==> src/common/cache_defs.svh <==
`ifndef CACHE_DEFS_SVH
`define CACHE_DEFS_SVH

// --------------------------------------------------
// line geometry
// --------------------------------------------------

// byte offset within a 32-byte line
`define DC_OFFSET_BITS 5

`define DC_INDEX_BITS 3

// whatever is left of the 32-bit address
`define DC_TAG_BITS 24

`define DC_LINE_BITS 256
`define DC_SETS 8

// --------------------------------------------------
// victim buffer
// --------------------------------------------------

// fully associative, one lru bit
`define DC_VICTIM_ENTRIES 2

`endif

==> src/common/cache_pkg.sv <==
`include "cache_defs.svh"

package cache_pkg;

  typedef logic [`DC_TAG_BITS-1:0] tag_t;

  typedef logic [`DC_INDEX_BITS-1:0] index_t;

  typedef logic [`DC_LINE_BITS-1:0] line_t;

  // tag and index name a line in the victim buffer
  typedef logic [`DC_TAG_BITS+`DC_INDEX_BITS-1:0] line_addr_t;

  // --------------------------------------------------
  // cpu address seen raw or split into fields
  // --------------------------------------------------
  typedef union packed {
    logic [31:0] raw;
    struct packed {
      tag_t                       tag;
      index_t                     index;
      logic [`DC_OFFSET_BITS-1:0] offset;
    } f;
  } cache_addr_u;

endpackage

==> src/datacache/datacache_bus_adapter.sv <==
`timescale 1ns/1ps

module datacache_bus_adapter (
  input  cache_pkg::cache_addr_u mem_address,
  input  logic [31:0]            mem_wdata,
  input  logic [3:0]             mem_byte_enable,
  input  cache_pkg::line_t       read_line,
  output cache_pkg::line_t       write_line,
  output logic [31:0]            byte_mask,
  output logic [31:0]            mem_rdata
);

  logic [2:0] word_sel;

  assign word_sel = mem_address.f.offset[4:2];  // word within the line

  // word copied to every slot and the mask picks the one that counts
  assign write_line = {8{mem_wdata}};
  assign byte_mask  = {28'b0, mem_byte_enable} << {word_sel, 2'b00};

  assign mem_rdata = read_line[{word_sel, 5'b00000} +: 32];

endmodule

==> config.mk <==
export PLATFORM = sky130hd
export DESIGN_NAME = datacache_bus_adapter
export DESIGN_NICKNAME = d
export VERILOG_FILES = /design/src/common/cache_pkg.sv /design/src/datacache/datacache_bus_adapter.sv
export VERILOG_INCLUDE_DIRS = /design/src /design/src/common
export SDC_FILE = /design/constraint.sdc
export NUM_CORES = 1
export LEC_CHECK = 0
export BUFFER_PORTS_ARGS = -buffer_cell sky130_fd_sc_hd__buf_2
export CORE_AREA = 2 2 248 250
export DETAILED_ROUTE_END_ITERATION = 10
export DIE_AREA = 0 0 250 252
export PLACE_DENSITY_LB_ADDON = 0.3
export SLEW_MARGIN = 20
export SYNTH_ARGS = -nofsm -noshare
export SYNTH_HDL_FRONTEND = slang
export SYNTH_SLANG_ARGS = --single-unit
==> constraint.sdc <==
create_clock -name vclk -period 2.4
set_clock_uncertainty 0.05 [all_clocks]
set_input_delay 0.24 -clock vclk [all_inputs]
set_output_delay 0.24 -clock vclk [all_outputs]
set_load 0.005 [all_outputs]
==> results.sh <==
export IMPL_top_layer_used="met5"
export IMPL_hold_violations=0
export IMPL_vias=3210
export IMPL_synthCells=419
export IMPL_fin_area_mm2=0.00485
export IMPL_slew_viol_final=0
export IMPL_die_area_mm2=0.0630
export IMPL_final_nets=797
export IMPL_yosysMostFrequentCell="buf_4"
export IMPL_cts_resized=0
export IMPL_dr_pass1_iters=4
export IMPL_wire_per_inst_um=15.2
export IMPL_period_share_pct=85.5
export IMPL_synth_yosys_seq_area_share_pct=0
export IMPL_seq_cell_count=0
export IMPL_place_area_mm2=0.00485
export IMPL_setup_viol=0
export IMPL_die_h_um=252
export IMPL_synth_area_leaders="buf_4, mux4_1, mux4_2"
export IMPL_vias_per_cell=2.56
export IMPL_grtUsageTotal_pct=5.62
export IMPL_max_freq_mhz=487
export IMPL_end_kind="output port"
export IMPL_synth_yosys_warnings=0
export IMPL_coreArea_mm2=0.0601
export IMPL_tns_ns=0
export IMPL_worst_pin_slew_ns=0.415
export IMPL_gp_congestion=0.844
export IMPL_grt_pass1_wl_um=25800
export IMPL_rsz0062_at_grt="no"
export IMPL_crit_path_start_kind="input pin"
export IMPL_n_clock_buffer=0
export IMPL_yosysTopAreaCellShare_pct=46.0
export IMPL_netlist_top_cells_count="buf_4, mux4_1, mux2_2, nor2_1, mux4_2"
export IMPL_dpl_hpwl_um=17400
export IMPL_status="complete, no violations"
export IMPL_seq_area_um2=0
export IMPL_crit_arrival_ns=1.76
export IMPL_synthDistinctLibCells=12
export IMPL_period_minus_slack_ns=2.05
export IMPL_hold_class="in -> out"
export IMPL_syn_nets=743
export IMPL_cp_max_fo=31
export IMPL_die_w_um=250
export IMPL_synth_area_mm2=0.00423
export IMPL_cp_startpoint="mem_address[2]"
export IMPL_yosysTopAreaCell="buf_4"
export IMPL_final_antenna_net_count=0
export IMPL_num_fill_cells=7129
export IMPL_drive_gt1_share_pct=81.5
export IMPL_first_iter_violations=93
export IMPL_core_rowCount=90
export IMPL_syn_area_per_cell_um2=10.1
export IMPL_io_buffers=327
export IMPL_grt_max_degree=69
export IMPL_drc=0
export IMPL_maxCapViolations=0
export IMPL_cts_hold_buf=0
export IMPL_path_class="in -> out"
export IMPL_area_growth_pct=14.7
export IMPL_worstHoldStart="mem_wdata[3]"
export IMPL_drt_total_wl_um=19100
export IMPL_ios=644
export IMPL_ir_worst_vdd_mv=0.0949
export IMPL_grt_pass1_vias=3636
export IMPL_leakagePower_uw=0.00216
export IMPL_relSlewSlack_pct=72.3
export IMPL_wl_met1_um=5850
export IMPL_power_density_mw_per_mm2=146
export IMPL_dr_wl_met3_um=1950
export IMPL_antenna_found_initial=23
export IMPL_post_cts_buffers=0
export IMPL_gr_total_overflow=0
export IMPL_critPathRequiredTime_ns=2.11
export IMPL_start_util_pct=7.03
export IMPL_wl_met2_um=10100
## report_power, final
| part | switching [uW] | total (uW) | internal [uW] |
|---|---|---|---|
| sequential | 0 | 0 | 0 |
| combinational | 270 | 707 | 438 |
| clock | 0 | 0.000113 | 0.000113 |
| total | 270 | 707 | 438 |
## path summary, 6_finish.rpt
check / depth (start not counted) / slack, ns / end
setup / recovery: 5 / 0.35 / mem_rdata[22]
hold / removal: 0 / 0.43 / write_line[131]
## worst max-delay path: stages
cell and delay, ns:
buf_4 0.20, buf_12 0.25, mux4_1 0.58, mux2_2 0.32, buf_2 0.14
## cells by family (layout without fill, tap and decap cells)
kind of cell | after synthesis | count (layout) | synth area share (%)
buffers and inverters | 279 | 331 | 49.2
multiplexers | 96 | 96 | 46.5
AND/OR/NAND/NOR | 44 | 44 | 4.32
other | 0 | 2 | 0
## cells in the final DEF (no fill, tap or decap)
master	synthesis	layout
mux2_2	32	32
buf_4	259	1
diode_2	0	2
nor2_1	32	32
mux4_1	44	44
buf_2	3	326
or2_2	1	1
nand2_1	5	5
buf_12	0	4
mux4_2	20	20
nand2b_1	6	6
## cell type report
cell class | instances | area (um^2) | area share [%]
Tap cell | 782 | 978 | 20.2
Multi-Input combinational cell | 140 | 2150 | 44.3
Antenna cell | 2 | 5.00 | 0.103
Timing Repair Buffer | 331 | 1720 | 35.4
## through the flow
stage | instances | total power [uW] | setup slack (ns) | hold slack, ns | util [%]
floorplan | 419 | 694 | 0.775 | 0.511 | -
CTS | 1253 | 719 | 0.331 | 0.430 | 8.06
finish | 1255 | 707 | 0.347 | 0.430 | 8.07
global route | 1255 | 763 | 0.279 | 0.430 | 8.07
detailed placement | 1253 | 714 | 0.330 | 0.430 | 8.06
global placement | 1253 | 709 | 0.324 | 0.430 | 8.06
## metal layers
layer  global-route usage, %  up-vias
met5                       0        -
met1                    5.25     1446
li1                        -     1356
met4                    2.86        6
met3                    1.68       98
met2                    11.0      304
Power figures use the tool's default switching activity.
