<file path="src/datacache/datacache_control.sv">
`timescale 1ns/1ps

module datacache_control (
  input  logic clk,
  input  logic arst_n,
  input  logic mem_read,
  input  logic mem_write,
  input  logic hit,
  input  logic victim_hit,
  input  logic victim_evict_dirty,
  input  logic lru_way_valid,
  input  logic pmem_resp,
  output logic mem_resp,
  output logic pmem_read,
  output logic pmem_write,
  output logic load_line,
  output logic load_word,
  output logic set_dirty,
  output logic update_lru,
  output logic victim_swap,
  output logic victim_insert
);

  typedef enum logic [2:0] {
    st_idle,
    st_compare,
    st_swap,
    st_writeback,
    st_fill,
    st_respond
  } state_t;

  state_t state_q;
  state_t state_d;

  always_ff @(posedge clk or negedge arst_n) begin
    if (!arst_n) begin
      state_q <= st_idle;
    end else begin
      state_q <= state_d;
    end
  end

  // --------------------------------------------------
  // next state and strobes
  // --------------------------------------------------
  always_comb begin
    state_d       = state_q;
    mem_resp      = 1'b0;
    pmem_read     = 1'b0;
    pmem_write    = 1'b0;
    load_line     = 1'b0;
    load_word     = 1'b0;
    set_dirty     = 1'b0;
    update_lru    = 1'b0;
    victim_swap   = 1'b0;
    victim_insert = 1'b0;

    case (state_q)
      st_idle: begin
        if (mem_read || mem_write) begin
          state_d = st_compare;
        end
      end
      st_compare: begin
        if (hit) begin
          mem_resp   = 1'b1;
          load_word  = mem_write;  // store merges on the closing edge
          set_dirty  = mem_write;
          update_lru = 1'b1;
          state_d    = st_idle;
        end else if (victim_hit) begin
          state_d = st_swap;
        end else if (lru_way_valid && victim_evict_dirty) begin
          state_d = st_writeback;  // make room in the victim buffer first
        end else begin
          victim_insert = lru_way_valid;  // nothing to keep from an empty way
          state_d       = st_fill;
        end
      end
      st_swap: begin
        victim_swap = 1'b1;
        load_line   = 1'b1;
        state_d     = st_respond;
      end
      st_writeback: begin
        pmem_write = 1'b1;
        if (pmem_resp) begin
          victim_insert = 1'b1;
          state_d       = st_fill;
        end
      end
      st_fill: begin
        pmem_read = 1'b1;
        if (pmem_resp) begin
          load_line = 1'b1;  // fresh line arrives clean
          state_d   = st_respond;
        end
      end
      st_respond: begin
        mem_resp   = 1'b1;
        load_word  = mem_write;
        set_dirty  = mem_write;
        update_lru = 1'b1;
        state_d    = st_idle;
      end
      default: begin
        state_d = st_idle;
      end
    endcase
  end

endmodule

</file>
<file path="config.mk">
export PLATFORM = sky130hd
export DESIGN_NAME = datacache_control
export DESIGN_NICKNAME = d
export VERILOG_FILES = /design/src/datacache/datacache_control.sv
export SDC_FILE = /design/constraint.sdc
export NUM_CORES = 1
export LEC_CHECK = 0
export BUFFER_PORTS_ARGS = -buffer_cell sky130_fd_sc_hd__buf_4
export CAP_MARGIN = 20
export CORE_AREA = 5 5 42 44
export CTS_BUF_LIST = sky130_fd_sc_hd__clkbuf_4 sky130_fd_sc_hd__clkbuf_8 sky130_fd_sc_hd__clkbuf_16
export DETAILED_ROUTE_END_ITERATION = 10
export DIE_AREA = 0 0 47 49
export PLACE_DENSITY_LB_ADDON = 0.1
export SYNTH_ARGS = -nofsm -noshare
export SYNTH_HDL_FRONTEND = slang
export SYNTH_SLANG_ARGS = --single-unit
</file>
<file path="constraint.sdc">
create_clock -name clk -period 1.5 [get_ports clk]
set_input_delay 0.3 -clock clk [delete_from_list [all_inputs] [get_ports clk]]
set_output_delay 0.3 -clock clk [all_outputs]
set_load 0.01 [all_outputs]
</file>
==> reports/qor.txt <==
OUTCOME
--------------------------------------------------------------------------------
Status                                                              complete, but fails checks
Violations in the final reports                                     negative setup slack

LOGIC SYNTHESIS
--------------------------------------------------------------------------------
Mapped Nets                                                                   45
Share of synthesized area occupied by flip-flops and latches               26.1%
Unique masters post-synth                                                     22
Dominant synthesized flop cell                                      sky130_fd_sc_hd__dfrtp_1
Fraction of synthesized cell area taken by the top area cell type          26.1%
Mean Syn Cell Area                                                     7.99 um^2
Count of flip-flops with a built-in enable after synthesis                     0
Largest cells by area after synthesis                               sky130_fd_sc_hd__dfrtp_1 26%, sky130_fd_sc_hd__and2_1 8.7%, sky130_fd_sc_hd__buf_4 7.8%, sky130_fd_sc_hd__nand2b_1 6.5%, sky130_fd_sc_hd__a21oi_1 5.2%
Number of warnings issued by yosys                                             0
Post-synthesis sequential element count                                        3
Share of async-settable or async-resettable flops after synthesis           100%
Number of instances in the synthesized netlist                                36
Synthesized area                                                        288 um^2
Area leader, netlist                                                sky130_fd_sc_hd__dfrtp_1
Most repeated cell in the gate-level netlist after synthesis        sky130_fd_sc_hd__and2_1

POWER AND IR DROP
--------------------------------------------------------------------------------
Worst IR Drop VDD                                                       0.671 mV
PnR Total Power                                                        0.00103 W
Static Leakage                                                          0.314 nW
Pwr/cell area                                                       1560 mW/mm^2

ROUTING
--------------------------------------------------------------------------------
Initial detailed-routing violation count                                       2
Via-to-Cell Ratio                                                           4.42
DRT Wirelength                                                           1020 um
Number of routed nets with antenna violations                                  0
Routed len/inst                                                          12.2 um
DRC violations left                                                            0
Via count                                                                    371
Number of detailed-route iterations in the first pass                          2

TIMING
--------------------------------------------------------------------------------
Final Max Tran Viols                                                           0
Final worst path period need                                             1.77 ns
Number of hold violations in the final report                                  0
Maximum clock frequency                                                  564 MHz
Post-route setup slack                                                 -0.274 ns
Final setup vio count                                                          9
Post-Route Skew                                                       0.00281 ns
Slew of the pin with the lowest slew margin                             0.217 ns
Unrepaired setup endpoints after global routing                             true
Period Utilization, post-route                                              118%
Relative slew margins                                                      85.5%

CTS
--------------------------------------------------------------------------------
Clock transition at the registers of the reported paths                  0.04 ns
Number of H-tree levels                                                        1
Clock tree buffer depth                                                        2
Number of buffers inserted during clock tree synthesis                         3
Number of sinks driven by the clock tree                                       3
CTS tree                                                                     yes
Cell at the root of the clock tree                                  sky130_fd_sc_hd__clkbuf_4
Clock insertion delay at the later pin of the skew report                0.23 ns

CRITICAL PATH
--------------------------------------------------------------------------------
Reg2reg end                                                           state_q[0]
Count of cell instances traversed by the critical path                         4
Number of cells traversed by the worst register-to-register path               6
Standard cell with the maximum stage delay on the critical path     sky130_fd_sc_hd__or4b_4
Data arrival time of the critical path                                   1.47 ns
Largest fanout on the critical path                                            2
Type of the worst setup path                                          reg -> out
Crit-path max cell delay                                                 0.49 ns
Bufs and invs on worst path                                                    1
Crit-path leading delay family                                      simple AND/OR/NAND/NOR gates
Worst setup SP type                                                         flop
Type of element capturing the critical path                          output port
Crit path cell chain                                                or4b_4 > o21ai_1 > and2_1 > buf_4
Worst R2R Start                                                       state_q[1]
Flop2flop setup slack                                                    0.04 ns
Worst path required time                                                 1.20 ns

PLACEMENT
--------------------------------------------------------------------------------
Placed cell area                                                        447 um^2
Quantity of I/O buffers inserted on ports                                     17
Post-place setup slack                                                 -0.119 ns
Final weighted congestion in routability-driven placement                  0.730
Cell count after placement                                                    69

FLOORPLAN
--------------------------------------------------------------------------------
Area of the die                                                     0.00230 mm^2
I/O pins                                                                      18
Die width                                                                  47 um
Height of the chip                                                         49 um
Starting density of the core                                               20.5%
Site row count                                                                14
Area inside the core boundary                                       0.00140 mm^2

JOB
--------------------------------------------------------------------------------
Max-cap violation count                                                        0

LAYOUT
--------------------------------------------------------------------------------
Fraction of layout instances using a drive strength above 1                73.5%
Largest regs                                                        state_q: 3 flops
Register area                                                          77.6 um^2
Design area                                                             659 um^2
Largest register by flop count                                           state_q
Util after Layout                                                          47.1%
Total area of multi-input combinational cells                           240 um^2
Layout overhead on the synthesized area                                     129%
Post-route insts no fill                                                      84
Nets                                                                          78
Max FFs per register                                                           3
Filler cell count                                                            154
Antenna diode instance count                                                   0

GRT
--------------------------------------------------------------------------------
Aggregate global-route resource usage                                      9.85%
Total congestion overflow after global routing                                 0
Number of global-route vias before repair                                    419
Maximum number of pins on one net before global-route repair                   9
Global-route wire length before repair                                   1690 um
Antenna violations before repair                                               0

WORST HOLD PATH
--------------------------------------------------------------------------------
Hold crit path type                                                  in -> async

==> cells in the final DEF, fill, tap and decap left out, drive strengths merged <==
master       Yosys  layout
a21o             1       1
a21oi            3       3
a22oi            1       1
and2             4       4
buf              3      31
clkbuf           1       4
dfrtp            3       3
dlygate4sd3      0       1
inv              1       1
nand2            1       1
nand2b           3       3
nand3            1       1
nor2             3       3
nor2b            1       1
nor3             1       1
nor3b            3       3
o211ai           1       1
o21ai            1       1
o31ai            1       1
o32a             1       1
or2              1       1
or4b             1       1
==> worst reg2reg max path: stages, from the launching register on <==
cell and delay [ns]:
sky130_fd_sc_hd__dfrtp_1 0.39, sky130_fd_sc_hd__buf_6 0.14, sky130_fd_sc_hd__buf_6 0.12, sky130_fd_sc_hd__buf_6 0.11, sky130_fd_sc_hd__buf_4 0.12, sky130_fd_sc_hd__buf_4 0.13
sky130_fd_sc_hd__o32a_1 0.32
==> cells by family (layout without fill, tap and decap cells) <==
logic type | after synthesis | count (layout) | share of synthesized area (%)
compound gates | 9 | 9 | 20.9
buf+inv | 5 | 37 | 10.4
flops | 3 | 3 | 26.1
simple gates | 19 | 19 | 42.6
==> worst max path at each step <==
stage               start            end  slack [ns]
5_1_grt        state_q[1]  victim_insert       -0.36
2_1_floorplan  state_q[1]  victim_insert       0.002
4_1_cts        state_q[1]  victim_insert       -0.30
3_5_place_dp          hit  victim_insert       -0.12
6_report       state_q[1]  victim_insert       -0.27
3_3_place_gp          hit  victim_insert       -0.09
==> report_power, final <==
| part | internal [W] | switching [W] | leakage (nW) |
|---|---|---|---|
| Sequential | 0.000118 | 0.0000684 | 0.0358 |
| Clock | 0.000118 | 0.0000395 | 0.0184 |
| Combinational | 0.000437 | 0.000246 | 0.259 |
==> what timing repair did <==
| item | 4_1_cts | 5_1_grt |
|---|---|---|
| gates resized for setup | 22 | 4 |
| buffers inserted | 7 | 3 |
| hold buffers | 1 | 0 |
| pin swaps | 6 | 3 |
| endpoints found under the setup margin | 5 | 9 |
| endpoints found under the hold margin | 3 | 0 |
==> through the flow <==
stage,setup TNS [ns],hold WS (ns)
2_1_floorplan,0,0.00441
3_3_place_gp,-0.131,0.0893
3_5_place_dp,-0.186,0.0930
4_1_cts,-1.06,0.400
5_1_grt,-1.65,0.412
6_report,-0.987,0.400
==> final cells by class <==
type	instances	share of cell area, %
clock buffer	4	4.55
sequential	3	11.8
timing repair buffer	32	43.6
inverter	1	0.569
multi-input combinational	28	36.4
tap	16	3.04
==> metal layers <==
| metal | track usage [%] | up-vias | part of all wire [%] |
|---|---|---|---|
| met5 | 0 | - | 0 |
| met4 | 0.922 | 0 | 0 |
| met3 | 6.27 | 0 | 8.0 |
| met2 | 17.2 | 11 | 56 |
| met1 | 9.87 | 172 | 36 |
| li1 | - | 188 | - |
Power figures use the tool's default switching activity.
