### src/common/cache_defs.svh
`ifndef CACHE_DEFS_SVH
`define CACHE_DEFS_SVH

// --------------------------------------------------
// line geometry
// --------------------------------------------------

// byte offset within a 32-byte line
`define DC_OFFSET_BITS 5

`define DC_INDEX_BITS 3

// whatever is left of the 32-bit address
`define DC_TAG_BITS 24

`define DC_LINE_BITS 256
`define DC_SETS 8

// --------------------------------------------------
// victim buffer
// --------------------------------------------------

// fully associative, one lru bit
`define DC_VICTIM_ENTRIES 2

`endif

### src/common/cache_pkg.sv
`include "cache_defs.svh"

package cache_pkg;

  typedef logic [`DC_TAG_BITS-1:0] tag_t;

  typedef logic [`DC_INDEX_BITS-1:0] index_t;

  typedef logic [`DC_LINE_BITS-1:0] line_t;

  // tag and index name a line in the victim buffer
  typedef logic [`DC_TAG_BITS+`DC_INDEX_BITS-1:0] line_addr_t;

  // --------------------------------------------------
  // cpu address seen raw or split into fields
  // --------------------------------------------------
  typedef union packed {
    logic [31:0] raw;
    struct packed {
      tag_t                       tag;
      index_t                     index;
      logic [`DC_OFFSET_BITS-1:0] offset;
    } f;
  } cache_addr_u;

endpackage

### src/datacache/datacache_victim.sv
`timescale 1ns/1ps
`include "cache_defs.svh"

module datacache_victim (
  input  logic                  clk,
  input  logic                  arst_n,
  input  cache_pkg::line_addr_t lookup_addr,
  input  cache_pkg::line_t      insert_line,
  input  cache_pkg::line_addr_t insert_addr,
  input  logic                  insert_dirty,
  input  logic                  insert_valid,
  input  logic                  victim_swap,
  input  logic                  victim_insert,
  output logic                  victim_hit,
  output cache_pkg::line_t      victim_line,
  output logic                  victim_dirty_hit,
  output logic                  evict_dirty,
  output cache_pkg::line_addr_t wb_addr,
  output cache_pkg::line_t      wb_line
);

  cache_pkg::line_addr_t addr_q [`DC_VICTIM_ENTRIES];
  cache_pkg::line_t      line_q [`DC_VICTIM_ENTRIES];

  logic [`DC_VICTIM_ENTRIES-1:0] valid_q;
  logic [`DC_VICTIM_ENTRIES-1:0] dirty_q;
  logic                          lru_q;  // entry to overwrite next

  logic [`DC_VICTIM_ENTRIES-1:0] entry_match;
  logic                          hit_entry;
  logic                          wr_entry;

  always_comb begin
    for (int e = 0; e < `DC_VICTIM_ENTRIES; e++) begin
      entry_match[e] = valid_q[e] && (addr_q[e] == lookup_addr);
    end
  end

  assign victim_hit       = |entry_match;
  assign hit_entry        = entry_match[1];
  assign victim_line      = line_q[hit_entry];
  assign victim_dirty_hit = dirty_q[hit_entry];

  // lru entry goes to memory if dirty
  assign evict_dirty = valid_q[lru_q] & dirty_q[lru_q];
  assign wb_addr     = addr_q[lru_q];
  assign wb_line     = line_q[lru_q];

  assign wr_entry = victim_swap ? hit_entry : lru_q;

  // --------------------------------------------------
  // entry update
  // --------------------------------------------------
  always_ff @(posedge clk) begin
    if (victim_swap || victim_insert) begin
      addr_q[wr_entry] <= insert_addr;
      line_q[wr_entry] <= insert_line;
    end
  end

  always_ff @(posedge clk or negedge arst_n) begin
    if (!arst_n) begin
      valid_q <= '0;
      dirty_q <= '0;
      lru_q   <= 1'b0;
    end else if (victim_swap || victim_insert) begin
      valid_q[wr_entry] <= insert_valid;
      dirty_q[wr_entry] <= insert_dirty & insert_valid;
      lru_q             <= ~wr_entry;  // newest entry stays longest
    end
  end

endmodule

### config.mk
export PLATFORM = sky130hd
export DESIGN_NAME = datacache_victim
export DESIGN_NICKNAME = d
export VERILOG_FILES = /design/src/common/cache_pkg.sv /design/src/datacache/datacache_victim.sv
export VERILOG_INCLUDE_DIRS = /design/src /design/src/common
export SDC_FILE = /design/constraint.sdc
export NUM_CORES = 1
export LEC_CHECK = 0
export ABC_AREA = 1
export BUFFER_PORTS_ARGS = -buffer_cell sky130_fd_sc_hd__buf_2
export CAP_MARGIN = 20
export CORE_AREA = 2 2 337 339
export CTS_CLUSTER_DIAMETER = 60
export DETAILED_ROUTE_END_ITERATION = 7
export DIE_AREA = 0 0 339 341
export PLACE_DENSITY = 0.47
export SLEW_MARGIN = 20
export SYNTH_ARGS = -nofsm -noshare
export SYNTH_HDL_FRONTEND = slang
export SYNTH_SLANG_ARGS = --single-unit
### constraint.sdc
create_clock -name clk -period 13.9 [get_ports clk]
set_clock_uncertainty 0.2 [all_clocks]
set_input_delay 2.78 -clock clk [delete_from_list [all_inputs] [get_ports clk]]
set_output_delay 2.78 -clock clk [all_outputs]
set_load 0.03 [all_outputs]
==> Implementation_results.wiki <==
{| class="wikitable"
! Metric !! Value
|-
| Routed WL per cell || 18.53 µm
|-
| Final Critical Period || 9058 ps
|-
| Post-synthesis area per instance || 10.58 µm²
|-
| Remaining design rule violation count || 0
|-
| Number of register bits inferred by synthesis || 571
|-
| FF-to-FF setup slack || 9200 ps
|-
| Fin. Hold Viols || 0
|-
| Primary FF master, synth || edfxtp_1
|-
| Post-CTS Repair Setup Buffers || 0
|-
| Chip Height || 341 µm
|-
| Core Footprint || 0.1119 mm²
|-
| Transition at the pin with the smallest max-transition slack || 1213 ps
|-
| Endpoint of the worst-slack reg-to-reg timing path || line_q[1][139]
|-
| Count of antenna-violating nets left after detailed routing || 0
|-
| Switching fraction of total power || a little under a third
|-
| DRC violation total after the first TritonRoute iteration || 1,169
|-
| WHS || slightly above 300 ps
|-
| CTS Hold Buffers Added || 0
|-
| Horizontal die dimension || 339 µm
|-
| Pin count of the biggest net entering global routing || about 220
|-
| Overflow left after global routing || 0
|-
| Share of flip-flops with an asynchronous set or reset || 0.8757%
|-
| Clk network pwr share || 38.3%
|-
| Sequential element share of the synthesized area || 69.25%
|-
| Start-to-end type of the worst setup path || in2out
|-
| Startpoint of the most critical register-to-register path || lru_q
|-
| Final number of max-transition violations || 0
|-
| TritonCTS buffer count || 77
|-
| Top cell types by occurrence after synthesis || nand2_1, edfxtp_1, o21ai_0
|-
| Share of final-layout standard cells stronger than drive strength 1 || 30.64%
|-
| Total via count after detailed routing || 19,540
|-
| DRT Wirelength || 87,750 µm
|-
| Depth of the CTS H-tree || 3
|-
| Netlist cell types || 23
|-
| Number of maximum-capacitance constraint violations || 0
|-
| Most instantiated library cell after synthesis || nand2_1
|-
| Int Pwr || approximately 3.4 mW
|-
| Number of buffers on the longest clock path || 3
|-
| Area enclosed by the die boundary || approximately 0.12 mm²
|-
| Syn nets || 2,653
|-
| Part of the power in combinational logic || 19.1%
|-
| Total leakage power || 14.11 nW
|-
| Critical path arrival || 6080 ps
|-
| Antenna violations before repair || 23
|-
| Library cell with the largest summed area after synthesis || edfxtp_1
|-
| Rel. slew slack || 19.16%
|-
| Data required time of the critical path || ~11,000 ps
|-
| Final sum of negative setup slack || 0 ps
|-
| Post_cts resized || 0
|-
| Setup repair after global routing missed its margin || no
|-
| Hold Crit Class || reg2reg
|-
| Utilization of the core after routing || between 20% and 30%
|-
| Part of the power in registers || 42.6%
|-
| NetSw || 1.528 mW
|-
| Type of element launching the critical path || input pin
|-
| Ratio of final minimum period to clock period || between 60% and 70%
|-
| Average vias per placed instance || 4.127
|-
| Largest fanout on the critical path || 222
|-
| Root buf cell || clkbuf_16
|-
| Overall Global Routing Usage || 14.58%
|-
| CTS sink count || about 570
|-
| Site Rows || roughly 120
|-
| Number of cells on the worst reg-to-reg path || 6
|-
| YS warnings || 0
|-
| CTS tree || done
|-
| HPWL reported at the end of detailed placement || 65,040 µm
|-
| Syn-to-layout area delta || 33.14%
|-
| Register clock-pin slew on the reported worst setup and hold paths || 50 ps
|-
| Largest cells by area after synthesis || edfxtp_1, nand2_1, o21ai_0, inv_1, o21ai_1
|-
| Area share of the largest cell type after synthesis || approximately 69%
|-
| Worst setup path startpoint || lookup_addr[1]
|-
| Clock latency at the later pin of the worst-skew pair || 620 ps
|-
| Number of global-route vias before repair || 18,700
|-
| Critical Path Sink || victim_line[56]
|-
| Peak Freq || 0.1104 GHz
|-
| Net count of the finished layout || 3,482
|-
| Maximum ir drop on the vdd rail || 0.08700 mV
|-
| Synthesized instance count || around 2,300
|-
| Netlist area before placement || 0.02472 mm²
|-
| DR pass1 iterations || 5
|-
| Global placer's final weighted congestion || 0.8691
|-
| Port buffer count || 857
|-
| Result of the run || finished clean
|-
| Count of flip-flops with a built-in enable after synthesis || 566
|-
| First-pass GRT wire length || 124,800 µm
|-
| Finish-stage setup viols || 0
|-
| # IOs || 858
|-
| Endpoint kind of the worst setup timing path || output pin
|-
| Power Dens Cells || 149.7 mW/mm²
|-
| Effective utilization at floorplan || around 22%
|}
==> power by group through the flow <==
stage / Clock, mW / Sequential (mW) / Combinational (mW)
floorplan: 0 / 2.15 / 0.590
global placement: 0 / 2.14 / 0.953
detailed placement: 0 / 2.14 / 0.953
CTS: 1.94 / 2.10 / 0.955
global route: 2.01 / 2.12 / 1.00
finish: 1.89 / 2.10 / 0.941
==> critical path, cell delays in order <==
cell     delay [ps]
buf_2           140
inv_2            50
nand2_1          70
nand2_1          60
nor2_1          200
nand2_1          70
nor2_1          100
nand2_1         100
nor2_4          560
buf_12          510
buf_4           550
nand2_1          90
o21ai_0         100
buf_2           230
==> cell families (layout without fill, tap and decap cells) <==
logic type,Yosys count,in the layout,synth area share [%]
flops,571,571,69.25
simple gates,727,727,11.27
other cells,0,10,0
compound gates,566,566,11.59
xor+xnor,6,6,0.2125
buf+inv,467,1355,7.682
==> how the worst min path moves through the flow <==
stage               startpoint         end  slack (ps)  cells after the start
floorplan           valid_q[0]  valid_q[0]         260                      2
global placement    valid_q[1]  valid_q[1]         290                      2
detailed placement  valid_q[1]  valid_q[1]         300                      2
CTS                 valid_q[1]  valid_q[1]         320                      2
global route        dirty_q[0]  dirty_q[0]         340                      2
finish              valid_q[1]  valid_q[1]         310                      2
==> final cells by class <==
class                      instances  area (µm²)
clock buffer                      92        2047
inverter                         348        1321
timing repair buffer             869        4442
fill                           11780       78970
multi-input combinational       1299        5703
antenna                           10       25.02
clock inverter                    46       376.6
tap                             1500        1877
sequential                       571       17130
==> routing by layer <==
| metal | wire [µm] | global-route usage (%) | part of all wire [%] |
|---|---|---|---|
| met5 | 83 | 0 | 0.095 |
| met4 | 2472 | 5.343 | 2.8 |
| met2 | 45160 | 26.13 | 51 |
| met1 | 33840 | 16.46 | 39 |
| met3 | 6200 | 4.061 | 7.1 |
==> placed cells by master (no fill, tap or decap), drive strengths merged, types with 10 or more instances in the layout <==
master,netlist,layout
buf,58,869
nand2,671,671
edfxtp,566,566
o21ai,543,543
inv,348,357
clkbuf,61,92
nor2,31,31
clkinv,0,29
o22ai,17,17
nand4,11,11
diode,0,10
nand3,10,10
==> registers in the layout (all words and copies together) (netlist names) <==
signal / cells
addr_q: 54
dirty_q: 2
valid_q: 2
lru_q: 1
line_q: 512
==> per-stage QoR <==
| step | instances | setup slack, ps | total power, mW | instance area (µm²) |
|---|---|---|---|---|
| after floorplan | 2337 | 3981 | 2.738 | 24720 |
| after global placement | 4587 | 5026 | 3.089 | 30470 |
| after detailed placement | 4587 | 4970 | 3.090 | 30470 |
| after CTS | 4725 | 4960 | 5.000 | 32890 |
| after global routing | 4732 | 4545 | 5.132 | 32910 |
| final | 4735 | 4842 | 4.928 | 32920 |
(Power assumes the default switching activity.)
